[src/csr_config.svh]
////////////////////
// widths, CSR addresses and reset values of the CSR unit
// counter i sits at CSR_PCCR_BASE + i, base must be 32-aligned
// mtvec is read-only and comes from the boot address
////////////////////

`ifndef CSR_CONFIG_SVH
`define CSR_CONFIG_SVH

// bus and datapath widths
`define CSR_ADDR_W 12
`define XLEN 32
`define MTVEC_W 24

// machine trap registers
`define CSR_MSTATUS 12'h300
`define CSR_MTVEC 12'h305
`define CSR_MEPC 12'h341
`define CSR_MCAUSE 12'h342
`define CSR_MHARTID 12'hF14

// performance counter block
`define CSR_PCER 12'h7A0
`define CSR_PCMR 12'h7A1
`define CSR_PCCR_ALL 12'h79F
`define CSR_PCCR_BASE 12'h780

// mstatus layout, mpp is two bits wide
`define MSTATUS_MIE_BIT 3
`define MSTATUS_MPIE_BIT 7
`define MSTATUS_MPP_LO 11

`define N_PERF_CNT 12
// global enable and saturate both on
`define PCMR_RESET 2'b11

`endif

[src/csr_bus_pkg.sv]
////////////////////
// types of the CSR access bus
// access is a level strobe, there is no handshake
////////////////////

`default_nettype none

`include "csr_config.svh"

package csr_bus_pkg;

  typedef logic [`CSR_ADDR_W-1:0] csr_addr_t;
  typedef logic [`XLEN-1:0] csr_data_t;

  // operation encoding as issued by the decode stage
  typedef enum logic [1:0] {
    CSR_OP_NONE  = 2'b00,
    CSR_OP_WRITE = 2'b01,
    CSR_OP_SET   = 2'b10,
    CSR_OP_CLEAR = 2'b11
  } csr_op_e;

  // one request per cycle, valid while access is high
  typedef struct packed {
    logic      access;
    csr_addr_t addr;
    csr_op_e   op;
    csr_data_t wdata;
  } csr_req_t;

endpackage

`default_nettype wire

[src/core_event_pkg.sv]
////////////////////
// types of the events the pipeline reports to the CSR unit
// all flags are single-cycle pulses from the controller
////////////////////

`default_nettype none

`include "csr_config.svh"

package core_event_pkg;

  typedef logic [`XLEN-1:0] pc_t;

  // bit 5 set marks an interrupt, bits 4:0 the code
  typedef logic [5:0] cause_t;

  // only the machine-mode enables are kept
  typedef struct packed {
    logic mie;
    logic mpie;
  } mstatus_t;

  typedef struct packed {
    logic   save_cause;
    logic   save_if;
    logic   save_id;
    logic   restore_mret;
    cause_t cause;
    pc_t    pc_if;
    pc_t    pc_id;
  } trap_evt_t;

  // raw pipeline status, qualified inside the counter bank
  typedef struct packed {
    logic id_valid;
    logic is_decoding;
    logic is_compressed;
    logic imiss;
    logic pc_set;
    logic jump;
    logic branch;
    logic branch_taken;
    logic ld_stall;
    logic jr_stall;
    logic pipeline_stall;
    logic mem_load;
    logic mem_store;
  } perf_evt_t;

endpackage

`default_nettype wire

[src/csr_bus_decode.sv]
////////////////////
// bank select, read mux and read-modify-write for the CSR bus
// unmapped addresses read 0 and raise no write strobe
////////////////////

`timescale 1ns/100ps
`default_nettype none

module csr_bus_decode (
  input  csr_bus_pkg::csr_req_t  csr_req_i,
  input  csr_bus_pkg::csr_data_t trap_rdata_i,
  input  csr_bus_pkg::csr_data_t perf_rdata_i,
  input  logic                   trap_hit_i,
  input  logic                   perf_hit_i,
  output csr_bus_pkg::csr_data_t csr_rdata_o,
  output csr_bus_pkg::csr_data_t new_data_o,
  output logic                   trap_we_o,
  output logic                   perf_we_o
);

  import csr_bus_pkg::*;

  logic      trap_sel;
  logic      perf_sel;
  logic      op_active;
  csr_data_t sel_rdata;

  // banks only report address hits, access qualifies them here
  assign trap_sel  = csr_req_i.access & trap_hit_i;
  assign perf_sel  = csr_req_i.access & perf_hit_i;
  assign op_active = (csr_req_i.op != CSR_OP_NONE);

  always_comb begin
    if (trap_sel) begin
      sel_rdata = trap_rdata_i;
    end else if (perf_sel) begin
      sel_rdata = perf_rdata_i;
    end else begin
      sel_rdata = '0;
    end
  end

  assign csr_rdata_o = sel_rdata;

  ////////////////////
  // new value from the old one
  always_comb begin
    case (csr_req_i.op)
      CSR_OP_WRITE: new_data_o = csr_req_i.wdata;
      CSR_OP_SET:   new_data_o = sel_rdata | csr_req_i.wdata;
      CSR_OP_CLEAR: new_data_o = sel_rdata & ~csr_req_i.wdata;
      default:      new_data_o = csr_req_i.wdata;
    endcase
  end

  assign trap_we_o = trap_sel & op_active;
  assign perf_we_o = perf_sel & op_active;

endmodule

`default_nettype wire

[src/trap_csr_bank.sv]
////////////////////
// machine trap CSRs: mstatus, mepc, mcause, mtvec, mhartid
// machine mode only, mpp always reads as 2'b11
// mtvec and mhartid ignore writes
////////////////////

`timescale 1ns/100ps
`default_nettype none

`include "csr_config.svh"

module trap_csr_bank (
  input  logic                      clk,
  input  logic                      rst_n,
  input  csr_bus_pkg::csr_addr_t    addr_i,
  input  csr_bus_pkg::csr_data_t    new_data_i,
  input  logic                      we_i,
  output logic                      hit_o,
  output csr_bus_pkg::csr_data_t    rdata_o,
  input  core_event_pkg::trap_evt_t trap_evt_i,
  input  logic [`MTVEC_W-1:0]       boot_addr_i,
  input  logic [3:0]                core_id_i,
  input  logic [5:0]                cluster_id_i,
  output core_event_pkg::pc_t       epc_o,
  output logic [`MTVEC_W-1:0]       mtvec_o,
  output logic                      m_irq_enable_o
);

  import csr_bus_pkg::*;
  import core_event_pkg::*;

  mstatus_t mstatus_q;
  mstatus_t mstatus_d;
  pc_t      mepc_q;
  pc_t      mepc_d;
  cause_t   mcause_q;
  cause_t   mcause_d;
  pc_t      trap_pc;

  ////////////////////
  // read side
  always_comb begin
    hit_o   = 1'b1;
    rdata_o = '0;
    case (addr_i)
      `CSR_MSTATUS: begin
        rdata_o[`MSTATUS_MIE_BIT]     = mstatus_q.mie;
        rdata_o[`MSTATUS_MPIE_BIT]    = mstatus_q.mpie;
        rdata_o[`MSTATUS_MPP_LO +: 2] = 2'b11;
      end
      `CSR_MTVEC: begin
        rdata_o = {boot_addr_i, {(`XLEN - `MTVEC_W){1'b0}}};
      end
      `CSR_MEPC: begin
        rdata_o = mepc_q;
      end
      `CSR_MCAUSE: begin
        // interrupt flag goes to the top bit
        rdata_o = {mcause_q[5], {(`XLEN - 6){1'b0}}, mcause_q[4:0]};
      end
      `CSR_MHARTID: begin
        rdata_o = {{(`XLEN - 11){1'b0}}, cluster_id_i, 1'b0, core_id_i};
      end
      default: begin
        hit_o = 1'b0;
      end
    endcase
  end

  // pc to save on trap entry, ID stage unless IF is asked for
  assign trap_pc = trap_evt_i.save_if ? trap_evt_i.pc_if : trap_evt_i.pc_id;

  ////////////////////
  // next state
  always_comb begin
    mstatus_d = mstatus_q;
    mepc_d    = mepc_q;
    mcause_d  = mcause_q;

    if (we_i) begin
      case (addr_i)
        `CSR_MSTATUS: begin
          mstatus_d.mie  = new_data_i[`MSTATUS_MIE_BIT];
          mstatus_d.mpie = new_data_i[`MSTATUS_MPIE_BIT];
        end
        `CSR_MEPC: begin
          mepc_d = new_data_i;
        end
        `CSR_MCAUSE: begin
          mcause_d = {new_data_i[`XLEN-1], new_data_i[4:0]};
        end
        default: begin
        end
      endcase
    end

    // trap controller overrides a CSR write in the same cycle
    if (trap_evt_i.save_cause) begin
      mepc_d         = trap_pc;
      mcause_d       = trap_evt_i.cause;
      mstatus_d.mpie = mstatus_q.mie;
      mstatus_d.mie  = 1'b0;
    end else if (trap_evt_i.restore_mret) begin
      mstatus_d.mie  = mstatus_q.mpie;
      mstatus_d.mpie = 1'b1;
    end
  end

  always_ff @(posedge clk or negedge rst_n) begin
    if (!rst_n) begin
      mstatus_q <= '0;
      mepc_q    <= '0;
      mcause_q  <= '0;
    end else begin
      mstatus_q <= mstatus_d;
      mepc_q    <= mepc_d;
      mcause_q  <= mcause_d;
    end
  end

  assign epc_o          = mepc_q;
  assign mtvec_o        = boot_addr_i;
  assign m_irq_enable_o = mstatus_q.mie;

endmodule

`default_nettype wire

[src/perf_counter_bank.sv]
////////////////////
// performance counters with PCER enable and PCMR mode
// increments land two edges after the event cycle
// a CSR write to a counter wins over its increment
////////////////////

`timescale 1ns/100ps
`default_nettype none

`include "csr_config.svh"

module perf_counter_bank (
  input  logic                      clk,
  input  logic                      rst_n,
  input  csr_bus_pkg::csr_addr_t    addr_i,
  input  csr_bus_pkg::csr_data_t    new_data_i,
  input  logic                      we_i,
  output logic                      hit_o,
  output csr_bus_pkg::csr_data_t    rdata_o,
  input  core_event_pkg::perf_evt_t perf_evt_i
);

  import csr_bus_pkg::*;
  import core_event_pkg::*;

  logic                              id_valid_q;
  logic [`N_PERF_CNT-1:0]            evt_in;
  logic [`N_PERF_CNT-1:0]            inc_d;
  logic [`N_PERF_CNT-1:0]            inc_q;
  logic [`N_PERF_CNT-1:0]            pcer_q;
  logic [`N_PERF_CNT-1:0]            pcer_d;
  logic [1:0]                        pcmr_q;
  logic [1:0]                        pcmr_d;
  csr_data_t [`N_PERF_CNT-1:0]       pccr_q;
  csr_data_t [`N_PERF_CNT-1:0]       pccr_d;
  csr_addr_t                         pccr_off;
  logic                              is_pcer;
  logic                              is_pcmr;
  logic                              is_pccr_all;
  logic                              is_pccr_one;

  ////////////////////
  // event sampling
  assign evt_in[0]  = 1'b1;
  assign evt_in[1]  = perf_evt_i.id_valid & perf_evt_i.is_decoding;
  assign evt_in[2]  = perf_evt_i.ld_stall & id_valid_q;
  assign evt_in[3]  = perf_evt_i.jr_stall & id_valid_q;
  // fetch misses not caused by a redirect
  assign evt_in[4]  = perf_evt_i.imiss & ~perf_evt_i.pc_set;
  assign evt_in[5]  = perf_evt_i.mem_load;
  assign evt_in[6]  = perf_evt_i.mem_store;
  assign evt_in[7]  = perf_evt_i.jump & id_valid_q;
  assign evt_in[8]  = perf_evt_i.branch & id_valid_q;
  assign evt_in[9]  = perf_evt_i.branch & perf_evt_i.branch_taken & id_valid_q;
  assign evt_in[10] = perf_evt_i.id_valid & perf_evt_i.is_decoding & perf_evt_i.is_compressed;
  assign evt_in[11] = perf_evt_i.pipeline_stall;

  assign inc_d = evt_in & pcer_q & {`N_PERF_CNT{pcmr_q[0]}};

  ////////////////////
  // address decode and read
  // offset wraps high for addresses below the base
  assign pccr_off    = addr_i - `CSR_PCCR_BASE;
  assign is_pcer     = (addr_i == `CSR_PCER);
  assign is_pcmr     = (addr_i == `CSR_PCMR);
  assign is_pccr_all = (addr_i == `CSR_PCCR_ALL);
  assign is_pccr_one = (pccr_off < csr_addr_t'(`N_PERF_CNT));
  assign hit_o       = is_pcer | is_pcmr | is_pccr_all | is_pccr_one;

  // the all-counter address reads as 0
  always_comb begin
    rdata_o = '0;
    if (is_pcer) begin
      rdata_o[`N_PERF_CNT-1:0] = pcer_q;
    end else if (is_pcmr) begin
      rdata_o[1:0] = pcmr_q;
    end
    for (int i = 0; i < `N_PERF_CNT; i++) begin
      if (is_pccr_one && (pccr_off == csr_addr_t'(i))) begin
        rdata_o = pccr_q[i];
      end
    end
  end

  always_comb begin
    pcer_d = pcer_q;
    pcmr_d = pcmr_q;
    if (we_i && is_pcer) begin
      pcer_d = new_data_i[`N_PERF_CNT-1:0];
    end
    if (we_i && is_pcmr) begin
      pcmr_d = new_data_i[1:0];
    end
  end

  ////////////////////
  // counter update
  always_comb begin
    for (int i = 0; i < `N_PERF_CNT; i++) begin
      pccr_d[i] = pccr_q[i];
      // hold at all ones when saturating
      if (inc_q[i] && ((pccr_q[i] != '1) || !pcmr_q[1])) begin
        pccr_d[i] = pccr_q[i] + 1'b1;
      end
      if (we_i && (is_pccr_all || (is_pccr_one && (pccr_off == csr_addr_t'(i))))) begin
        pccr_d[i] = new_data_i;
      end
    end
  end

  always_ff @(posedge clk or negedge rst_n) begin
    if (!rst_n) begin
      id_valid_q <= 1'b0;
      inc_q      <= '0;
      pcer_q     <= '0;
      pcmr_q     <= `PCMR_RESET;
      pccr_q     <= '0;
    end else begin
      id_valid_q <= perf_evt_i.id_valid;
      inc_q      <= inc_d;
      pcer_q     <= pcer_d;
      pcmr_q     <= pcmr_d;
      pccr_q     <= pccr_d;
    end
  end

endmodule

`default_nettype wire

[src/csr_unit_top.sv]
////////////////////
// machine-mode CSR unit, trap bank and counter bank on one bus
// reads are combinational, writes land on the next clk edge
////////////////////

`timescale 1ns/100ps
`default_nettype none

`include "csr_config.svh"

module csr_unit_top (
  input  logic                      clk,
  input  logic                      rst_n,
  input  csr_bus_pkg::csr_req_t     csr_req_i,
  output csr_bus_pkg::csr_data_t    csr_rdata_o,
  input  core_event_pkg::trap_evt_t trap_evt_i,
  input  core_event_pkg::perf_evt_t perf_evt_i,
  input  logic [`MTVEC_W-1:0]       boot_addr_i,
  input  logic [3:0]                core_id_i,
  input  logic [5:0]                cluster_id_i,
  output core_event_pkg::pc_t       epc_o,
  output logic [`MTVEC_W-1:0]       mtvec_o,
  output logic                      m_irq_enable_o
);

  import csr_bus_pkg::*;
  import core_event_pkg::*;

  csr_data_t trap_rdata;
  csr_data_t perf_rdata;
  csr_data_t new_data;
  logic      trap_hit;
  logic      perf_hit;
  logic      trap_we;
  logic      perf_we;

  csr_bus_decode u_decode (
    .csr_req_i    (csr_req_i),
    .trap_rdata_i (trap_rdata),
    .perf_rdata_i (perf_rdata),
    .trap_hit_i   (trap_hit),
    .perf_hit_i   (perf_hit),
    .csr_rdata_o  (csr_rdata_o),
    .new_data_o   (new_data),
    .trap_we_o    (trap_we),
    .perf_we_o    (perf_we)
  );

  trap_csr_bank u_trap (
    .clk            (clk),
    .rst_n          (rst_n),
    .addr_i         (csr_req_i.addr),
    .new_data_i     (new_data),
    .we_i           (trap_we),
    .hit_o          (trap_hit),
    .rdata_o        (trap_rdata),
    .trap_evt_i     (trap_evt_i),
    .boot_addr_i    (boot_addr_i),
    .core_id_i      (core_id_i),
    .cluster_id_i   (cluster_id_i),
    .epc_o          (epc_o),
    .mtvec_o        (mtvec_o),
    .m_irq_enable_o (m_irq_enable_o)
  );

  perf_counter_bank u_perf (
    .clk        (clk),
    .rst_n      (rst_n),
    .addr_i     (csr_req_i.addr),
    .new_data_i (new_data),
    .we_i       (perf_we),
    .hit_o      (perf_hit),
    .rdata_o    (perf_rdata),
    .perf_evt_i (perf_evt_i)
  );

endmodule

`default_nettype wire

[config.mk]
export PLATFORM = sky130hd
export DESIGN_NAME = csr_unit_top
export DESIGN_NICKNAME = d
export VERILOG_FILES = /design/src/csr_bus_pkg.sv /design/src/core_event_pkg.sv /design/src/csr_bus_decode.sv /design/src/trap_csr_bank.sv /design/src/perf_counter_bank.sv /design/src/csr_unit_top.sv
export VERILOG_INCLUDE_DIRS = /design/src
export SDC_FILE = /design/constraint.sdc
export NUM_CORES = 2
export LEC_CHECK = 0
export BUFFER_PORTS_ARGS = -buffer_cell sky130_fd_sc_hd__buf_4
export CAP_MARGIN = 30
export CORE_UTILIZATION = 65
export CTS_CLUSTER_SIZE = 40
export DETAILED_ROUTE_END_ITERATION = 7
export PLACE_DENSITY = 0.86
export REMOVE_ABC_BUFFERS = 1
export SLEW_MARGIN = 25
export SYNTH_ARGS = -nofsm -noshare
export SYNTH_HDL_FRONTEND = slang
export SYNTH_SLANG_ARGS = --single-unit
[constraint.sdc]
create_clock -name clk -period 5.3 [get_ports clk]
set_clock_uncertainty 0.1 [all_clocks]
set_input_delay 0.265 -clock clk [delete_from_list [all_inputs] [get_ports clk]]
set_output_delay 0.265 -clock clk [all_outputs]
set_load 0.1 [all_outputs]
# Word level (Yosys, flattened, before mapping)
# Index checks and enable logic that the tools add are counted.
# totals
regBits	451
latchBits	0
ram_bits	0
rom_bits	0
input_bits	170
out_inout_bits	89
elab_cells	236
mem_count	0
# op_classes
addsub	13
n_mul	0
div_mod_pow	0
n_lt_le_gt_ge	1
n_eq_ne	33
n_shift	0
mux	61
n_bitwise	22
reduce_logical	86
# ops
op	count
32-bit two-way mux	42
32-bit by 1-bit adder with 32-bit output, second input constant	12
32-bit != test, second input constant	12
32-bit one-hot mux with 2 select lines	1
19-bit one-hot mux with 3 select lines	1
12-bit by 10-bit == test with 1-bit output, second input constant	4
12-bit by 3-bit == test with 1-bit output, second input constant	4
12-bit by 4-bit == test with 1-bit output, second input constant	4
1-bit logical AND	38
12-bit by 11-bit == test with 1-bit output, second input constant	3
32-bit AND	1
32-bit inverter	1
32-bit OR	1
2-bit nonzero test	16
3-bit one-hot mux with 3 select lines	3
12-bit AND	2
12-bit by 2-bit == test with 1-bit output, second input constant	2
1-bit logical OR	24
6-bit two-way mux	3
1-bit AND	13
12-bit by 1-bit == test with 1-bit output, second input constant	1
12-bit == test, second input constant	1
12-bit zero test	1
12-bit by 4-bit < comparator with 1-bit output, second input constant	1
other kinds (14)	25

# Depth between registers and ports, before layout
# logic_depth
ltp_word	23
depth_mapped	14
mapped_depth_nobuf	9

# Modules after synthesis
# From an unflattened synthesis, not the netlist that was laid out.
# hier_totals
cells_unflattened	3798
area_unflattened_um2	31769.2
# modules_own_cells
module	n_inst	cells_per_inst	area_each_um2	seq_area_each_um2
perf_counter_bank	1	3262	26818.2	10287.4
trap_csr_bank	1	307	3123.0	1001.0
csr_bus_decode	1	229	1828.0	0.0

# Worst setup path after synthesis
# OpenSTA, ideal clock, no wires.
# synth_timing
path_type	input to register
from	input port csr_req_i[41] (netlist bit)
to	register u_perf.pccr_q[130] (netlist bit)
setup_time_ns	0.083
arrival_time_ns	4.390
required_time_ns	5.117
slack_ns	0.727
cell_stages	12
n_path_buf	3
cell_sequence	ha_1 > or4b_4 > o211ai_2 > buf_2 > nand3_1 > buf_2 > a21oi_1 > o21ai_0 > a31oi_1 > a22oi_1 > buf_2 > o21ai_0
# synth_between
elab_chain_cells	20
elab_cells_between_ends	65
cone_classes	add/sub (1); order compare (1); eq/ne (19); mux (19); bitwise (8); reduce/logical (17)
# synth_rtl
element	line_no	rtl
start, declared	csr_unit_top.sv:14	input csr_bus_pkg::csr_req_t csr_req_i,
12-bit by 11-bit subtractor with 12-bit output (no source line)	-	
12-bit by 4-bit < comparator with 1-bit output / 12-bit zero test (equally long branches)	perf_counter_bank.sv:67, perf_counter_bank.sv:79	
1-bit logical AND	perf_counter_bank.sv:79	if (is_pccr_one && (pccr_off == csr_addr_t'(i))) begin
32-bit two-way mux (12 in series)	perf_counter_bank.sv:79	
32-bit two-way mux	csr_bus_decode.sv:36	end else if (perf_sel) begin
32-bit two-way mux *	csr_bus_decode.sv:34	if (trap_sel) begin
named net csr_rdata_o[2]	csr_unit_top.sv:15	output csr_bus_pkg::csr_data_t csr_rdata_o,
32-bit AND / 32-bit OR (equally long branches)	csr_bus_decode.sv:51, csr_bus_decode.sv:50	
32-bit one-hot mux with 2 select lines *	csr_bus_decode.sv:48	case (csr_req_i.op)
32-bit two-way mux *	perf_counter_bank.sv:105	if (we_i && (is_pccr_all || (is_pccr_one && (pccr_off == csr_addr_t'(i))))) begin
end signal, assigned	perf_counter_bank.sv:123	pccr_q <= pccr_d;
end, declared	perf_counter_bank.sv:34	csr_data_t [`N_PERF_CNT-1:0] pccr_q;
# The timed path passes the listed nets; every way through them passes the cells marked *.
# A chain may end at the register's enable or synchronous reset.

# Worst setup path after layout
# layout_timing
from	input port csr_req_i[41] (netlist bit)
to	output port csr_rdata_o[20]
# layout_between
elab_chain_cells	17
elab_cells_between_ends	56
cone_classes	add/sub (1); order compare (1); eq/ne (19); mux (16); bitwise (5); reduce/logical (14)
# layout_rtl
element	line_no
12-bit by 11-bit subtractor with 12-bit output (no source line)	-
12-bit by 4-bit < comparator with 1-bit output / 12-bit zero test (equally long branches)	perf_counter_bank.sv:67, perf_counter_bank.sv:79
1-bit logical AND	perf_counter_bank.sv:79
32-bit two-way mux (12 in series)	perf_counter_bank.sv:79
32-bit two-way mux	csr_bus_decode.sv:36
32-bit two-way mux *	csr_bus_decode.sv:34
end, declared	csr_unit_top.sv:15
# Every way passes the cells marked *; elsewhere a longest branch is shown, timed or not.

==> qor.yml <==
clkTransAtPathRegs_ns: 0.06
nFillCells: 3340
slew_violations: 0
status: "complete, but fails checks"
syn_inst: 3676
antenna_found_initial: 4
die_w_um: 220.7
syn_avg_cell_area_um2: 8.453
firstDrtPassIters: 8
gp_congestion: 1.094
finalHoldViolCount: 1
cp-end-kind: "output pin"
setup_violations: 0
worstHoldPathType: "in2reg"
start_util_pct: 66.32
num_rows: 79
required_ns: 4.93
cp_common_cell: "buf_4"
synth-seq-cells: 451
maxSlewHeadroom_pct: 19.21
irDropWorstVdd_mv: 0.2824
maxCapViolations: 0
die_h_um: 220.7
nets: 4125
synth_xor_area_share_pct: 10.29
htreeDepth: 2
numClockSinks: 451
port_buffers: 257
worstPathArrival_ns: 4.06
hold-worst-slack_ns: -0.01329
drt_iter0_markers: 6207
crit_buf_inv: 3
yosys.area_share.simple_pct: 23.39
synth_top_family_by_area: "simple AND/OR/NAND/NOR gates"
grt_max_degree: 147
final_core_util_pct: 77.50
place_ws_ns: 0.8460
fin_crit_ns: 4.429
grt_first_pass_wirelength_um: 200300
cts_setup_buffers: 0
synth_enable_flop_cells: 0
num_vias: 33918
grtUsageTotal_pct: 56.19
fin_tns_setup_ns: 0
wl_um: 138200
power_mw: 8.258
clockBufferDepth: 3
synth.area.mux_share_pct: 6.470
cp_slowest_cell: "and2_1"
critPathKind: "in2out"
leakagePower_nw: 15.44
finalNonFillerCells: 4590
avgRoutedWirePerCell_um: 30.11
grt_pass1_vias: 31977
failed_checks: "DRC, hold timing"
cts_tree: "done"
rsz0062_at_grt: "false"
tightest_slew_ns: 1.212
synth_cell_types: 106
dieArea_um2: 48690
post-dp-hpwl_um: 95560
cellPowerDensity_nw_per_um2: 227.4
area_delta_synth_final_pct: 16.85
path_cells: "buf_4, ha_1, nor3b_1, and2_1, nand3_1, buf_4, a32oi_1, a2111oi_2, o22ai_1, buf_4"
clock-root-buffer: "clkbuf_16"
cp_slowest_stage_delay_ns: 0.73
synth_ff_type: "dfrtp_1"
yosys_warnings: 0
startpoint_type: "primary input"
drive_gt1_share_pct: 16.23
core-area_um2: 46850
ys_seq_area_share_pct: 36.33
grt.overflow.total: 0
placed_cells: 4403
cts_buffers: 50
drc_errors: 124
synthAdderAreaFrac_pct: 0.5234
ant_nets: 0
via_per_inst: 7.390
clk_latency_ns: 0.63
boundaryPins: 259
syn_area_um2: 31070
worstPathMaxFanout: 17
finalCritPeriodShare_pct: 83.57
fmax_mhz: 225.8
synth_compound_area_share_pct: 18.12
setup_ws_ns: 0.8710
async_flop_share_pct: 100.0
path_delay_family: "simple AND/OR/NAND/NOR gates"
## cell families (layout without fill, tap and decap cells)
family / after synthesis / after routing
adders and majority gates: 13 / 13
muxes: 164 / 164
AOI/OAI and AO/OA: 875 / 875
and+or+nand+nor: 1474 / 1474
xor gates and xnor gates: 365 / 365
other: 0 / 3
buffers and inverters: 334 / 638
DFF: 451 / 451
## path summary, 6_finish.rpt
check                                                 end  slack, ns                            from  cells past startpoint
max in group asynchronous  u_perf.pccr_q[122]$_DFFE_PN0P_       3.58                           rst_n                      3
min in group asynchronous  u_perf.pccr_q[142]$_DFFE_PN0P_       0.14                           rst_n                      2
hold / removal             u_perf.pccr_q[175]$_DFFE_PN0P_      -0.01                   csr_req_i[15]                      3
hold reg to reg              u_perf.pcer_q[0]$_DFFE_PN0P_       0.42    u_perf.pcer_q[0]$_DFFE_PN0P_                      2
setup / recovery                          csr_rdata_o[20]       0.87                   csr_req_i[41]                     10
setup reg to reg             u_trap.epc_o[28]$_DFFE_PN0P_       1.75  u_perf.pccr_q[124]$_DFFE_PN0P_                      7
## sequential cells by signal, indices dropped and copies added, names as in the netlist
| signal | cells |
|---|---|
| u_perf.pcmr_q | 2 |
| u_perf.inc_q | 12 |
| u_trap.mcause_q | 6 |
| u_perf.pccr_q | 384 |
| u_perf.pcer_q | 12 |
| u_perf.id_valid_q | 1 |
| u_trap.m_irq_enable_o | 1 |
| u_trap.epc_o | 32 |
| u_trap.mstatus_q | 1 |
## cell usage after synthesis (13+ instances only)
cell type    n  area, µm²
xor2_1     149       1305
a22oi_1     64      480.5
nand3_1    196      980.9
buf_4       37      277.8
o21ai_1     14      70.07
o221ai_1    16      140.1
a22o_1      17      148.9
mux4_2      22      495.5
and4_1      43      376.6
nor4_1      40      250.2
nor2b_1     13      81.33
o211ai_1    14      105.1
and3_1      82      513.0
inv_1       59      221.5
a32oi_1     15      131.4
nand4_1    137      857.1
xnor2_1    216       1892
and2_1      29      181.4
ha_1        13      162.7
o21ai_0    186      930.9
dfrtp_1    449      11240
nor3_1      90      450.4
a211oi_1    15      112.6
nand2_1    337       1265
buf_2       69      345.3
clkbuf_1   157      589.3
nor2_1     417       1565
o21a_1      20      150.1
a21oi_1    328       1642
mux2_2      45      506.7
o22ai_1     36      225.2
mux2i_1     94      940.9
## area by class of cell
type / count / area [µm²] / share of cell area, %
clock buffer: 72 / 1474 / 4.059
tap: 607 / 759.5 / 2.092
sequential: 451 / 11290 / 31.09
timing repair buffer: 489 / 3990 / 10.99
multi-input combinational: 2891 / 18400 / 50.68
clock inverter: 18 / 166.4 / 0.4583
antenna: 3 / 7.507 / 0.02068
inverter: 59 / 221.5 / 0.6099
## what timing repair did
item                                    CTS  global route
resized for setup                         0             0
hold buffers                             89             0
endpoints found under the hold margin   134             0
endpoints found under the setup margin    0             0
## worst reg2reg max path: stages (launching register included)
cell,delay [ns]
dfrtp_1,0.46
mux4_2,0.57
nand4_1,0.27
a32oi_1,0.12
a2111oi_0,0.41
o22ai_1,0.21
a22oi_2,0.98
o21ai_0,0.25
## cell usage in the layout (no fill, tap or decap), types with 17 or more instances in the layout
cell | netlist | routed
o21ai_0 | 186 | 186
a21oi_1 | 328 | 320
nand2_1 | 337 | 335
inv_1 | 59 | 59
xor2_1 | 149 | 149
nor4_1 | 40 | 37
o21a_1 | 20 | 20
nand4_1 | 137 | 137
dlygate4sd3_1 | 0 | 89
xnor2_1 | 216 | 216
a22o_1 | 17 | 17
a22oi_1 | 64 | 64
mux2_2 | 45 | 45
and4_1 | 43 | 43
mux4_2 | 22 | 22
buf_4 | 37 | 388
nor3_1 | 90 | 89
and3_1 | 82 | 82
nor2_1 | 417 | 414
mux2i_1 | 94 | 94
dfrtp_1 | 449 | 449
nand3_1 | 196 | 196
clkbuf_16 | 0 | 50
o22ai_1 | 36 | 36
and2_1 | 29 | 29
## per-stage QoR
| stage | hold WS [ns] | instance area [µm²] |
|---|---|---|
| after global routing | 0.008918 | 36300 |
| after global placement | 0.2006 | 33620 |
| after floorplan | -0.1306 | 29780 |
| after detailed placement | 0.2063 | 33690 |
| final | -0.01329 | 36310 |
| after CTS | 0.01877 | 36220 |
## layer usage
metal	vias to the layer above	wire (µm)	track usage, %
li1	13825	-	-
met1	15961	46260	67.10
met2	3203	57370	81.47
met3	921	21550	21.73
met4	8	12950	43.04
met5	-	61	0
## report_power, final
part | switching (mW) | internal (mW) | total [mW]
combinational | 0.833 | 0.330 | 1.16
clock | 1.59 | 1.99 | 3.59
sequential | 0.0353 | 3.47 | 3.51
total | 2.46 | 5.80 | 8.26
(Power assumes the default switching activity.)
